<file path="config.mk">
export PLATFORM = sky130hd
export DESIGN_NAME = uart_string_top
export DESIGN_NICKNAME = d
export VERILOG_FILES = /design/src/uart_str_pkg.sv /design/src/uart_string_top.sv /design/src/str_deframer.sv /design/src/str_framer.sv /design/src/uart_rx.sv /design/src/uart_tx.sv
export SDC_FILE = /design/constraint.sdc
export NUM_CORES = 1
export LEC_CHECK = 0
export BUFFER_PORTS_ARGS = -buffer_cell sky130_fd_sc_hd__clkbuf_2
export CORE_MARGIN = 4
export CORE_UTILIZATION = 48
export CTS_BUF_LIST = sky130_fd_sc_hd__clkbuf_4 sky130_fd_sc_hd__clkbuf_8 sky130_fd_sc_hd__clkbuf_16
export DETAILED_ROUTE_END_ITERATION = 12
export PLACE_DENSITY = 0.79
export SLEW_MARGIN = 20
export SYNTH_ARGS = -nofsm -noshare
export SYNTH_HDL_FRONTEND = slang
export SYNTH_HIERARCHICAL = 1
export SYNTH_SLANG_ARGS = --single-unit
export TNS_END_PERCENT = 10
</file>
<file path="constraint.sdc">
create_clock -name sys_clk -period 3.4 [get_ports sys_clk]
set_input_delay 1.02 -clock sys_clk [delete_from_list [all_inputs] [get_ports sys_clk]]
set_output_delay 1.02 -clock sys_clk [all_outputs]
set_load 0.02 [all_outputs]
</file>
<file path="src/uart_str_pkg.sv">
/*
 * Shared definitions for the framed string link.
 * Holds the frame delimiter byte and the state encodings
 * of the UART bit engines, the framer and the deframer.
 */
package uart_str_pkg;

	// Delimiter byte is ASCII '&'.
	localparam logic [7:0] frame_mark = 8'h26;

	// Bit-level state shared by uart_tx and uart_rx.
	typedef enum logic [1:0] {
		uart_idle,                              // Line high and waiting.
		uart_start,                             // Start bit.
		uart_data,                              // Eight data bits, LSB first.
		uart_stop                               // Stop bit(s).
	} uart_state_e;

	// Framer steps through one frame.
	typedef enum logic [2:0] {
		fr_idle,                                // Ready for a new string.
		fr_head1,                               // First opening mark.
		fr_head2,                               // Second opening mark.
		fr_body,                                // Payload bytes.
		fr_tail1,                               // First closing mark.
		fr_tail2                                // Second closing mark, then done.
	} framer_state_e;

	// Deframer states.
	typedef enum logic [2:0] {
		df_hunt,                                // Looking for an opening mark.
		df_head2,                               // Need a second mark.
		df_body,                                // Collecting payload.
		df_mark,                                // One mark seen inside the body.
		df_drop                                 // Oversized frame, skip to its end.
	} deframer_state_e;

endpackage
</file>
<file path="src/uart_string_top.sv">
`timescale 1ns/1ps
/*
 * Top level of the framed string link. Derives the bit period and
 * connects framer -> uart_tx and uart_rx -> deframer.
 */
module uart_string_top #(
	parameter int  CLK_HZ    = 25_000_000,
	parameter int  BAUD_RATE = 115_200,
	parameter int  MAX_LEN   = 16,
	localparam int LEN_W     = $clog2(MAX_LEN + 1)
) (
	input  logic                 sys_clk,
	input  logic                 sys_rst_n,
	input  logic [MAX_LEN*8-1:0] tx_string,
	input  logic [LEN_W-1:0]     tx_length,
	input  logic                 tx_valid,
	output logic                 tx_ready,
	output logic                 tx_done,
	output logic [MAX_LEN*8-1:0] rx_string,
	output logic [LEN_W-1:0]     rx_length,
	output logic                 rx_valid,
	output logic                 rx_error,
	input  logic                 uart_rx_port,
	output logic                 uart_tx_port
);

	// Clocks per bit rounded to nearest.
	localparam int BIT_CLKS = (CLK_HZ + BAUD_RATE / 2) / BAUD_RATE;

	logic [7:0] byte_data;
	logic       byte_valid;
	logic       byte_ready;
	logic [7:0] rx_byte;
	logic       rx_byte_valid;

	str_framer #(
		.MAX_LEN    (MAX_LEN)
	) u_str_framer (
		.sys_clk    (sys_clk),
		.sys_rst_n  (sys_rst_n),
		.tx_string  (tx_string),
		.tx_length  (tx_length),
		.tx_valid   (tx_valid),
		.tx_ready   (tx_ready),
		.tx_done    (tx_done),
		.byte_data  (byte_data),
		.byte_valid (byte_valid),
		.byte_ready (byte_ready)
	);

	uart_tx #(
		.BIT_CLKS     (BIT_CLKS),
		.STOP_BITS    (2)
	) u_uart_tx (
		.sys_clk      (sys_clk),
		.sys_rst_n    (sys_rst_n),
		.byte_data    (byte_data),
		.byte_valid   (byte_valid),
		.byte_ready   (byte_ready),
		.uart_tx_port (uart_tx_port)
	);

	uart_rx #(
		.BIT_CLKS      (BIT_CLKS)
	) u_uart_rx (
		.sys_clk       (sys_clk),
		.sys_rst_n     (sys_rst_n),
		.uart_rx_port  (uart_rx_port),
		.rx_byte       (rx_byte),
		.rx_byte_valid (rx_byte_valid)
	);

	str_deframer #(
		.MAX_LEN       (MAX_LEN)
	) u_str_deframer (
		.sys_clk       (sys_clk),
		.sys_rst_n     (sys_rst_n),
		.rx_byte       (rx_byte),
		.rx_byte_valid (rx_byte_valid),
		.rx_string     (rx_string),
		.rx_length     (rx_length),
		.rx_valid      (rx_valid),
		.rx_error      (rx_error)
	);

endmodule

</file>
<file path="src/str_deframer.sv">
`timescale 1ns/1ps
/*
 * String deframer. Hunts for "&&", collects the payload up to the
 * closing "&&" and delivers it with a one-cycle valid; oversized
 * frames are dropped with a one-cycle error.
 */
module str_deframer #(
	parameter int  MAX_LEN = 16,
	localparam int LEN_W   = $clog2(MAX_LEN + 1)
) (
	input  logic                 sys_clk,
	input  logic                 sys_rst_n,
	input  logic [7:0]           rx_byte,
	input  logic                 rx_byte_valid,
	output logic [MAX_LEN*8-1:0] rx_string,
	output logic [LEN_W-1:0]     rx_length,
	output logic                 rx_valid,
	output logic                 rx_error
);

	uart_str_pkg::deframer_state_e state;
	logic [MAX_LEN*8-1:0]          work_buf;
	logic [LEN_W-1:0]              work_len;
	logic                          drop_mark;   // Previous byte in drop was a mark.
	logic                          is_mark;
	logic                          room_one;
	logic                          room_two;
	logic                          frame_open;
	logic                          store_one;
	logic                          store_two;
	logic                          close_frame;
	logic                          overflow;

	assign is_mark  = (rx_byte == uart_str_pkg::frame_mark);
	assign room_one = (work_len < MAX_LEN);
	assign room_two = (work_len + 2 <= MAX_LEN);

	assign frame_open  = rx_byte_valid && is_mark && (state == uart_str_pkg::df_head2);
	assign store_one   = rx_byte_valid && !is_mark && (state == uart_str_pkg::df_body) && room_one;
	// Lone mark plus the byte after it.
	assign store_two   = rx_byte_valid && !is_mark && (state == uart_str_pkg::df_mark) && room_two;
	assign close_frame = rx_byte_valid && is_mark && (state == uart_str_pkg::df_mark);
	assign overflow    = rx_byte_valid && !is_mark &&
		(((state == uart_str_pkg::df_body) && !room_one) ||
		 ((state == uart_str_pkg::df_mark) && !room_two));

	always_ff @(posedge sys_clk or negedge sys_rst_n) begin
		if (!sys_rst_n) begin
			state     <= uart_str_pkg::df_hunt;
			work_len  <= '0;
			drop_mark <= 1'b0;
			rx_string <= '0;
			rx_length <= '0;
			rx_valid  <= 1'b0;
			rx_error  <= 1'b0;
		end else begin
			rx_valid <= close_frame && (work_len != '0);   // Empty frame is discarded.
			rx_error <= overflow;
			if (frame_open)
				work_len <= '0;
			else if (store_one)
				work_len <= work_len + LEN_W'(1);
			else if (store_two)
				work_len <= work_len + LEN_W'(2);
			if (close_frame && work_len != '0) begin
				rx_string <= work_buf;
				rx_length <= work_len;
			end
			if (rx_byte_valid) begin
				case (state)
				uart_str_pkg::df_hunt: begin
					if (is_mark)
						state <= uart_str_pkg::df_head2;
				end
				uart_str_pkg::df_head2: begin
					state <= is_mark ? uart_str_pkg::df_body : uart_str_pkg::df_hunt;
				end
				uart_str_pkg::df_body, uart_str_pkg::df_mark: begin
					drop_mark <= 1'b0;
					if (overflow)
						state <= uart_str_pkg::df_drop;
					else if (close_frame)
						state <= uart_str_pkg::df_hunt;
					else if (is_mark)
						state <= uart_str_pkg::df_mark;
					else
						state <= uart_str_pkg::df_body;
				end
				uart_str_pkg::df_drop: begin
					// Two marks in a row end the dropped frame.
					if (is_mark && drop_mark)
						state <= uart_str_pkg::df_hunt;
					drop_mark <= is_mark && !drop_mark;
				end
				default: state <= uart_str_pkg::df_hunt;
				endcase
			end
		end
	end

	// Working buffer is zeroed at frame start so unused bytes read as zero.
	always_ff @(posedge sys_clk) begin
		if (frame_open)
			work_buf <= '0;
		else if (store_one)
			work_buf[work_len*8 +: 8] <= rx_byte;
		else if (store_two)
			work_buf[work_len*8 +: 16] <= {rx_byte, uart_str_pkg::frame_mark};
	end

	a_len_delivered: assert property (@(posedge sys_clk) disable iff (!sys_rst_n)
		rx_valid |-> (rx_length >= 1 && rx_length <= MAX_LEN));

endmodule

</file>
<file path="src/str_framer.sv">
`timescale 1ns/1ps
/*
 * String framer. Accepts a string on the tx handshake and offers
 * "&&", the payload bytes and "&&" to the UART transmitter one at a time.
 */
module str_framer #(
	parameter int  MAX_LEN = 16,
	localparam int LEN_W   = $clog2(MAX_LEN + 1)
) (
	input  logic                 sys_clk,
	input  logic                 sys_rst_n,
	input  logic [MAX_LEN*8-1:0] tx_string,
	input  logic [LEN_W-1:0]     tx_length,
	input  logic                 tx_valid,
	output logic                 tx_ready,
	output logic                 tx_done,
	output logic [7:0]           byte_data,
	output logic                 byte_valid,
	input  logic                 byte_ready
);

	uart_str_pkg::framer_state_e state;
	logic [MAX_LEN*8-1:0]        str_buf;     // Payload with byte 0 at the bottom.
	logic [LEN_W-1:0]            bytes_left;
	logic                        tail_sent;   // Last mark handed to uart_tx.
	logic                        accept;
	logic                        byte_fire;

	assign tx_ready   = (state == uart_str_pkg::fr_idle);
	assign accept     = tx_valid && tx_ready;
	assign byte_valid = (state != uart_str_pkg::fr_idle) && !tail_sent;
	assign byte_fire  = byte_valid && byte_ready;
	assign byte_data  = (state == uart_str_pkg::fr_body) ? str_buf[7:0] : uart_str_pkg::frame_mark;

	// Transmitter back to idle after the final mark.
	assign tx_done = (state == uart_str_pkg::fr_tail2) && tail_sent && byte_ready;

	always_ff @(posedge sys_clk or negedge sys_rst_n) begin
		if (!sys_rst_n) begin
			state      <= uart_str_pkg::fr_idle;
			bytes_left <= '0;
			tail_sent  <= 1'b0;
		end else begin
			case (state)
			uart_str_pkg::fr_idle: begin
				tail_sent <= 1'b0;
				if (accept) begin
					state      <= uart_str_pkg::fr_head1;
					bytes_left <= tx_length;
				end
			end
			uart_str_pkg::fr_head1: begin
				if (byte_fire)
					state <= uart_str_pkg::fr_head2;
			end
			uart_str_pkg::fr_head2: begin
				if (byte_fire)
					state <= uart_str_pkg::fr_body;
			end
			uart_str_pkg::fr_body: begin
				if (byte_fire) begin
					bytes_left <= bytes_left - LEN_W'(1);
					if (bytes_left == LEN_W'(1))
						state <= uart_str_pkg::fr_tail1;
				end
			end
			uart_str_pkg::fr_tail1: begin
				if (byte_fire)
					state <= uart_str_pkg::fr_tail2;
			end
			uart_str_pkg::fr_tail2: begin
				if (tx_done) begin
					state     <= uart_str_pkg::fr_idle;
					tail_sent <= 1'b0;
				end else if (byte_fire) begin
					tail_sent <= 1'b1;
				end
			end
			default: state <= uart_str_pkg::fr_idle;
			endcase
		end
	end

	// Payload shifts down one byte per body transfer.
	always_ff @(posedge sys_clk) begin
		if (accept)
			str_buf <= tx_string;
		else if (state == uart_str_pkg::fr_body && byte_fire)
			str_buf <= str_buf >> 8;
	end

	a_len_legal: assert property (@(posedge sys_clk) disable iff (!sys_rst_n)
		accept |-> (tx_length >= 1 && tx_length <= MAX_LEN));

endmodule

</file>
<file path="src/uart_rx.sv">
`timescale 1ns/1ps
/*
 * UART receiver. Two-flop line synchronizer, falling-edge start detect
 * and mid-bit sampling; emits a one-cycle strobe per good byte.
 */
module uart_rx #(
	parameter int BIT_CLKS = 217
) (
	input  logic       sys_clk,
	input  logic       sys_rst_n,
	input  logic       uart_rx_port,
	output logic [7:0] rx_byte,
	output logic       rx_byte_valid
);

	localparam int CNT_W = $clog2(BIT_CLKS + 1);
	localparam int HALF  = (BIT_CLKS - 1) / 2;

	uart_str_pkg::uart_state_e state;
	logic [1:0]                rx_sync;
	logic                      rx_line;
	logic                      rx_prev;
	logic                      falling;
	logic [CNT_W-1:0]          bit_cnt;
	logic [2:0]                bit_idx;
	logic [7:0]                rx_shift;
	logic                      bit_end;
	logic                      data_sample;
	logic                      stop_ok;

	assign rx_line     = rx_sync[1];
	assign falling     = rx_prev && !rx_line;
	assign bit_end     = (bit_cnt == CNT_W'(BIT_CLKS - 1));
	assign data_sample = (state == uart_str_pkg::uart_data) && bit_end;
	assign stop_ok     = (state == uart_str_pkg::uart_stop) && bit_end && rx_line;

	// Synchronizer and edge history reset high.
	always_ff @(posedge sys_clk or negedge sys_rst_n) begin
		if (!sys_rst_n) begin
			rx_sync <= 2'b11;
			rx_prev <= 1'b1;
		end else begin
			rx_sync <= {rx_sync[0], uart_rx_port};
			rx_prev <= rx_line;
		end
	end

	always_ff @(posedge sys_clk or negedge sys_rst_n) begin
		if (!sys_rst_n) begin
			state         <= uart_str_pkg::uart_idle;
			bit_cnt       <= '0;
			bit_idx       <= '0;
			rx_byte_valid <= 1'b0;
		end else begin
			rx_byte_valid <= stop_ok;
			bit_cnt       <= bit_end ? '0 : bit_cnt + CNT_W'(1);
			case (state)
			uart_str_pkg::uart_idle: begin
				bit_cnt <= '0;
				if (falling)
					state <= uart_str_pkg::uart_start;
			end
			uart_str_pkg::uart_start: begin
				if (bit_cnt == CNT_W'(HALF)) begin      // Middle of the start bit.
					bit_cnt <= '0;
					bit_idx <= '0;
					state   <= rx_line ? uart_str_pkg::uart_idle : uart_str_pkg::uart_data;
				end
			end
			uart_str_pkg::uart_data: begin
				if (bit_end) begin
					bit_idx <= bit_idx + 3'd1;
					if (bit_idx == 3'd7)
						state <= uart_str_pkg::uart_stop;
				end
			end
			uart_str_pkg::uart_stop: begin
				if (bit_end)
					state <= uart_str_pkg::uart_idle;   // Bad stop bit just drops the byte.
			end
			default: state <= uart_str_pkg::uart_idle;
			endcase
		end
	end

	// Deserializer with the LSB first.
	always_ff @(posedge sys_clk) begin
		if (data_sample)
			rx_shift <= {rx_line, rx_shift[7:1]};
		if (stop_ok)
			rx_byte <= rx_shift;
	end

	a_valid_single_cycle: assert property (@(posedge sys_clk) disable iff (!sys_rst_n)
		rx_byte_valid |=> !rx_byte_valid);

endmodule

</file>
<file path="src/uart_tx.sv">
`timescale 1ns/1ps
/*
 * UART transmitter. Serializes one byte as a start bit, eight data bits
 * LSB first and STOP_BITS stop bits, BIT_CLKS clocks per bit.
 */
module uart_tx #(
	parameter int BIT_CLKS  = 217,
	parameter int STOP_BITS = 2
) (
	input  logic       sys_clk,
	input  logic       sys_rst_n,
	input  logic [7:0] byte_data,
	input  logic       byte_valid,
	output logic       byte_ready,
	output logic       uart_tx_port
);

	localparam int CNT_W = $clog2(BIT_CLKS + 1);

	uart_str_pkg::uart_state_e state;
	logic [CNT_W-1:0]          bit_cnt;     // Clocks within the current bit.
	logic [2:0]                bit_idx;     // Data bit or stop bit number.
	logic [7:0]                tx_shift;
	logic                      bit_end;
	logic                      accept;

	assign byte_ready = (state == uart_str_pkg::uart_idle);
	assign accept     = byte_valid && byte_ready;
	assign bit_end    = (bit_cnt == CNT_W'(BIT_CLKS - 1));

	always_ff @(posedge sys_clk or negedge sys_rst_n) begin
		if (!sys_rst_n) begin
			state        <= uart_str_pkg::uart_idle;
			bit_cnt      <= '0;
			bit_idx      <= '0;
			uart_tx_port <= 1'b1;
		end else begin
			bit_cnt <= bit_end ? '0 : bit_cnt + CNT_W'(1);
			case (state)
			uart_str_pkg::uart_idle: begin
				bit_cnt <= '0;
				if (accept) begin
					state        <= uart_str_pkg::uart_start;
					uart_tx_port <= 1'b0;           // Start bit next cycle.
				end
			end
			uart_str_pkg::uart_start: begin
				if (bit_end) begin
					state        <= uart_str_pkg::uart_data;
					bit_idx      <= '0;
					uart_tx_port <= tx_shift[0];
				end
			end
			uart_str_pkg::uart_data: begin
				if (bit_end) begin
					if (bit_idx == 3'd7) begin
						state        <= uart_str_pkg::uart_stop;
						bit_idx      <= '0;
						uart_tx_port <= 1'b1;
					end else begin
						bit_idx      <= bit_idx + 3'd1;
						uart_tx_port <= tx_shift[1];    // Next bit before the shift.
					end
				end
			end
			uart_str_pkg::uart_stop: begin
				if (bit_end) begin
					if (bit_idx == 3'(STOP_BITS - 1))
						state <= uart_str_pkg::uart_idle;
					else
						bit_idx <= bit_idx + 3'd1;
				end
			end
			default: state <= uart_str_pkg::uart_idle;
			endcase
		end
	end

	// Byte shifter loaded on acceptance.
	always_ff @(posedge sys_clk) begin
		if (accept)
			tx_shift <= byte_data;
		else if (state == uart_str_pkg::uart_data && bit_end)
			tx_shift <= tx_shift >> 1;
	end

	a_idle_line_high: assert property (@(posedge sys_clk) disable iff (!sys_rst_n)
		(state == uart_str_pkg::uart_idle) |-> uart_tx_port);

endmodule

</file>
==> summary.txt <==
Finish
  • Fill count: 3487
  • Commonest non-fill, non-tap cell in the layout: nand2_1
  • Finished Layout Cells: 2727
  • Most frequent cells in the layout: nand2_1 (480), clkbuf_2 (273), dfrtp_1 (180), edfxtp_1 (152), dfxtp_1 (128)
  • Share of layout cells above drive strength 1: 0.289
  • Final nets: 2307
  • # diodes: 0
  • Synth-to-Final Area Change: 19.1%

Clocking
  • Clk sink count: 464
  • TritonCTS clock tree: yes
  • Num CTS Buffers: 49
  • Clk buf depth: 3
  • Clk slew on worst S/H paths: 0.06 ns
  • H-tree levels: 2
  • Postcts setup bufs: 0
  • Worst-Skew Late Latency: 0.58 ns
  • CTS root buf: clkbuf_16

Timing
  • Setup_tns: 0 ns
  • Max-slew violations: 0
  • Tmin final: 3.17 ns
  • Worst Skew: 0.0247 ns
  • Fmax: 0.315 GHz
  • RSZ-0062 raised after global routing: yes
  • Setup Viol. Count Final: 0
  • Worst slew pin tran: 0.760 ns
  • Worst slew margin: 0.494
  • Fin. Hold Viols: 0
  • Period utilization: 0.932

Worst hold path
  • Hold Startpoint: u_uart_rx/rx_sync[0]$_DFF_PN1_
  • Worst Hold Depth: 0
  • HP Class: reg2reg
  • Hold Path Sink: u_uart_rx/rx_sync[1]$_DFF_PN1_

Worst setup path
  • Reg-to-Reg Start: u_str_deframer/work_len[1]$_DFFE_PN0N_
  • WP data required: 3.91 ns
  • FF-to-FF End: u_str_deframer/work_buf[12]$_SDFFE_PP0P_
  • WP data arrival: 3.68 ns
  • Worst Setup SP: u_str_deframer/work_len[1]$_DFFE_PN0N_
  • CP Max Fanout: 7
  • CP max stage delay: 0.47 ns
  • Worst-path cell chain: inv_1, ha_1, nand2b_1, nor2_1, ha_1, nor2b_1, mux2i_1, or3_1, a221oi_2, and2_1, a32o_1
  • Crit path top cell by count: ha_1
  • CP max-delay cell: dfrtp_1
  • Reg2Reg Depth: 11
  • R2R setup slack: 0.23 ns
  • WP buf/inv: 1
  • CP Capture Type: flip-flop
  • CP top delay family: simple AND/OR/NAND/NOR gates
  • CP Class: reg2reg
  • Startpoint class of the critical path: flip-flop

Detailed routing
  • Via/cell ratio: 5.57
  • WL met3: 3.47 mm
  • Iteration-0 DRC Markers: 1182
  • Drt drc: 0
  • Met2 wire length: 25.4 mm
  • WL/cell: 19.7 um
  • Vias: 15200
  • Routed wire length: 53.6 mm
  • Drt first pass iters: 5
  • Wl on met1: 23.0 mm
  • Max layer used: met4
  • Final ANT Viol Nets: 0

Synthesis
  • Post-synth EDFFs: 152
  • Largest family of logic cells by synthesized area: simple AND/OR/NAND/NOR gates
  • Synth Area in Compound Gates: 0.102
  • Ys Warns: 6
  • XOR/XNOR Fraction of Synth Area: 0.00771
  • Post-Synth Adder-Cell Area: 0.0147
  • Post-Syn Area: 0.0203 sq mm
  • Mean Syn Cell Area: 11.0 sq um
  • Net Count, Synth: 2009
  • Ys flop type: dfrtp_1
  • Multiplexer share of the synthesized area: 0.0871
  • Post-synthesis sequential element count: 464
  • Synth Area in Simple Gates: 0.174
  • Distinct cell type count after synthesis: 106
  • Post-synthesis async set-or-reset flop share: 0.397
  • Synthesized netlist cell count: 1849
  • Sequential share of the synthesized area: 0.578

Die
  • Die area: 0.0456 sq mm
  • Row count: 75
  • Starting Density: 0.485
  • Chip Width: 214 um
  • Die Span Y: 214 um
  • Area of the core region: 0.0419 sq mm
  • Io pins: 275

Power
  • Pwr Density: 475 mW/mm^2
  • Peak supply drop: 0.365 mV
  • Leakage Power: 10.7 nW

Global routing
  • Vias in the first global route: 15200
  • GRT Util Overall: 0.229
  • First-pass GRT wire length: 83.0 mm
  • GRT overflow: 0
  • Antenna violations before repair: 0
  • Largest net degree at the start of global routing: 144

Placement
  • Port-buffer cells: 274
  • Placed Cells: 2635
  • DP Wirelength: 37.9 mm
  • GPL Wtd Cong: 0.958

Run status
  • Status: finished clean

Job
  • Max cap viols: 0
[layer usage]
metal | vias to the layer above | track usage
li1 | 7119 | -
met1 | 7410 | 0.316
met2 | 534 | 0.361
met3 | 121 | 0.0500
met4 | 0 | 0.0806
met5 | - | 0
[cells in the mapped netlist (9+ instances only)]
master / number / share of area
a211oi_1: 12 / 0.0044
a21oi_1: 61 / 0.015
a22o_1: 38 / 0.016
a22oi_1: 12 / 0.0044
a32o_1: 13 / 0.0064
and2_1: 19 / 0.0059
and3_1: 10 / 0.0031
buf_2: 39 / 0.0096
buf_4: 23 / 0.0085
clkbuf_1: 40 / 0.0074
dfrtp_1: 180 / 0.22
dfxtp_1: 128 / 0.13
edfxtp_1: 152 / 0.22
ha_1: 23 / 0.014
inv_1: 29 / 0.0054
mux2_2: 109 / 0.060
mux2_4: 24 / 0.018
mux2i_1: 18 / 0.0089
nand2_1: 480 / 0.089
nand2b_1: 23 / 0.0071
nand3_1: 42 / 0.010
nand4_1: 14 / 0.0043
nor2_1: 86 / 0.016
nor3_1: 14 / 0.0035
o21ai_0: 58 / 0.014
xor2_1: 9 / 0.0039
[metrics by stage]
step,utilization,setup WS [ns],instance area (sq um),hold slack (ns),power (mW)
3_3_place_gp,0.538,0.420,22500,0.349,6.19
6_report,0.578,0.230,24200,0.361,11.5
5_1_grt,0.578,-0.00232,24200,0.369,11.9
3_5_place_dp,0.538,0.311,22500,0.350,6.22
4_1_cts,0.578,0.274,24200,0.363,11.6
2_1_floorplan,-,0.234,20300,0.345,6.06
[state kept, by name, indices dropped and copies added, names as in the netlist, 2 cells and up, named ones only]
signal and cells:
u_str_deframer/work_len 5, u_str_framer/bytes_left 5, u_str_deframer/rx_length 5, u_str_deframer/state 3, u_str_deframer/work_buf 128, u_uart_rx/rx_shift 8
u_uart_tx/tx_shift 8, u_str_framer/state 3, u_uart_tx/state 2, u_str_framer/str_buf 128, u_uart_rx/rx_sync 2, u_uart_rx/bit_cnt 8
u_str_deframer/rx_string 128, u_uart_tx/bit_idx 3, u_uart_rx/rx_byte 8, u_uart_tx/bit_cnt 8, u_uart_rx/bit_idx 3
[logic make-up after synthesis]
family,Yosys count
buffers and inverters,140
and+or+nand+nor,768
muxes,151
adders and majority gates,24
DFF,464
xor gates and xnor gates,17
AOI/OAI and AO/OA,285
[power breakdown]
group          switching [mW]  internal [mW]  total (mW)
clock network            2.14           3.22        5.37
registers              0.0723           5.77        5.84
logic                   0.135          0.134       0.270
total                    2.35           9.13        11.5
[timing repair]
action	CTS	global route
gates resized for setup	0	1
hold buffers	0	0
endpoints found under the setup margin	0	4
[layout make-up]
cell class | instances | area [sq um] | area share
flip-flops and latches | 464 | 11700 | 0.485
multi-input cells | 1245 | 7860 | 0.325
repair buffers | 355 | 2130 | 0.0879
clock buffers | 79 | 1560 | 0.0645
well taps | 539 | 674 | 0.0279
inverters | 32 | 124 | 0.00512
clock inverters | 13 | 97.6 | 0.00404
[how the worst max path moves through the flow]
stage	endpoint	cells after the start
floorplan	u_str_deframer/work_buf[74]$_SDFFE_PP0P_	14
global route	u_str_deframer/work_buf[67]$_SDFFE_PP0P_	13
finish	u_str_deframer/work_buf[12]$_SDFFE_PP0P_	11
detailed placement	u_str_deframer/work_buf[73]$_SDFFE_PP0P_	12
global placement	u_str_deframer/work_buf[92]$_SDFFE_PP0P_	10
CTS	u_str_deframer/work_buf[79]$_SDFFE_PP0P_	12
Note: power is estimated with default switching activity, not from simulation.
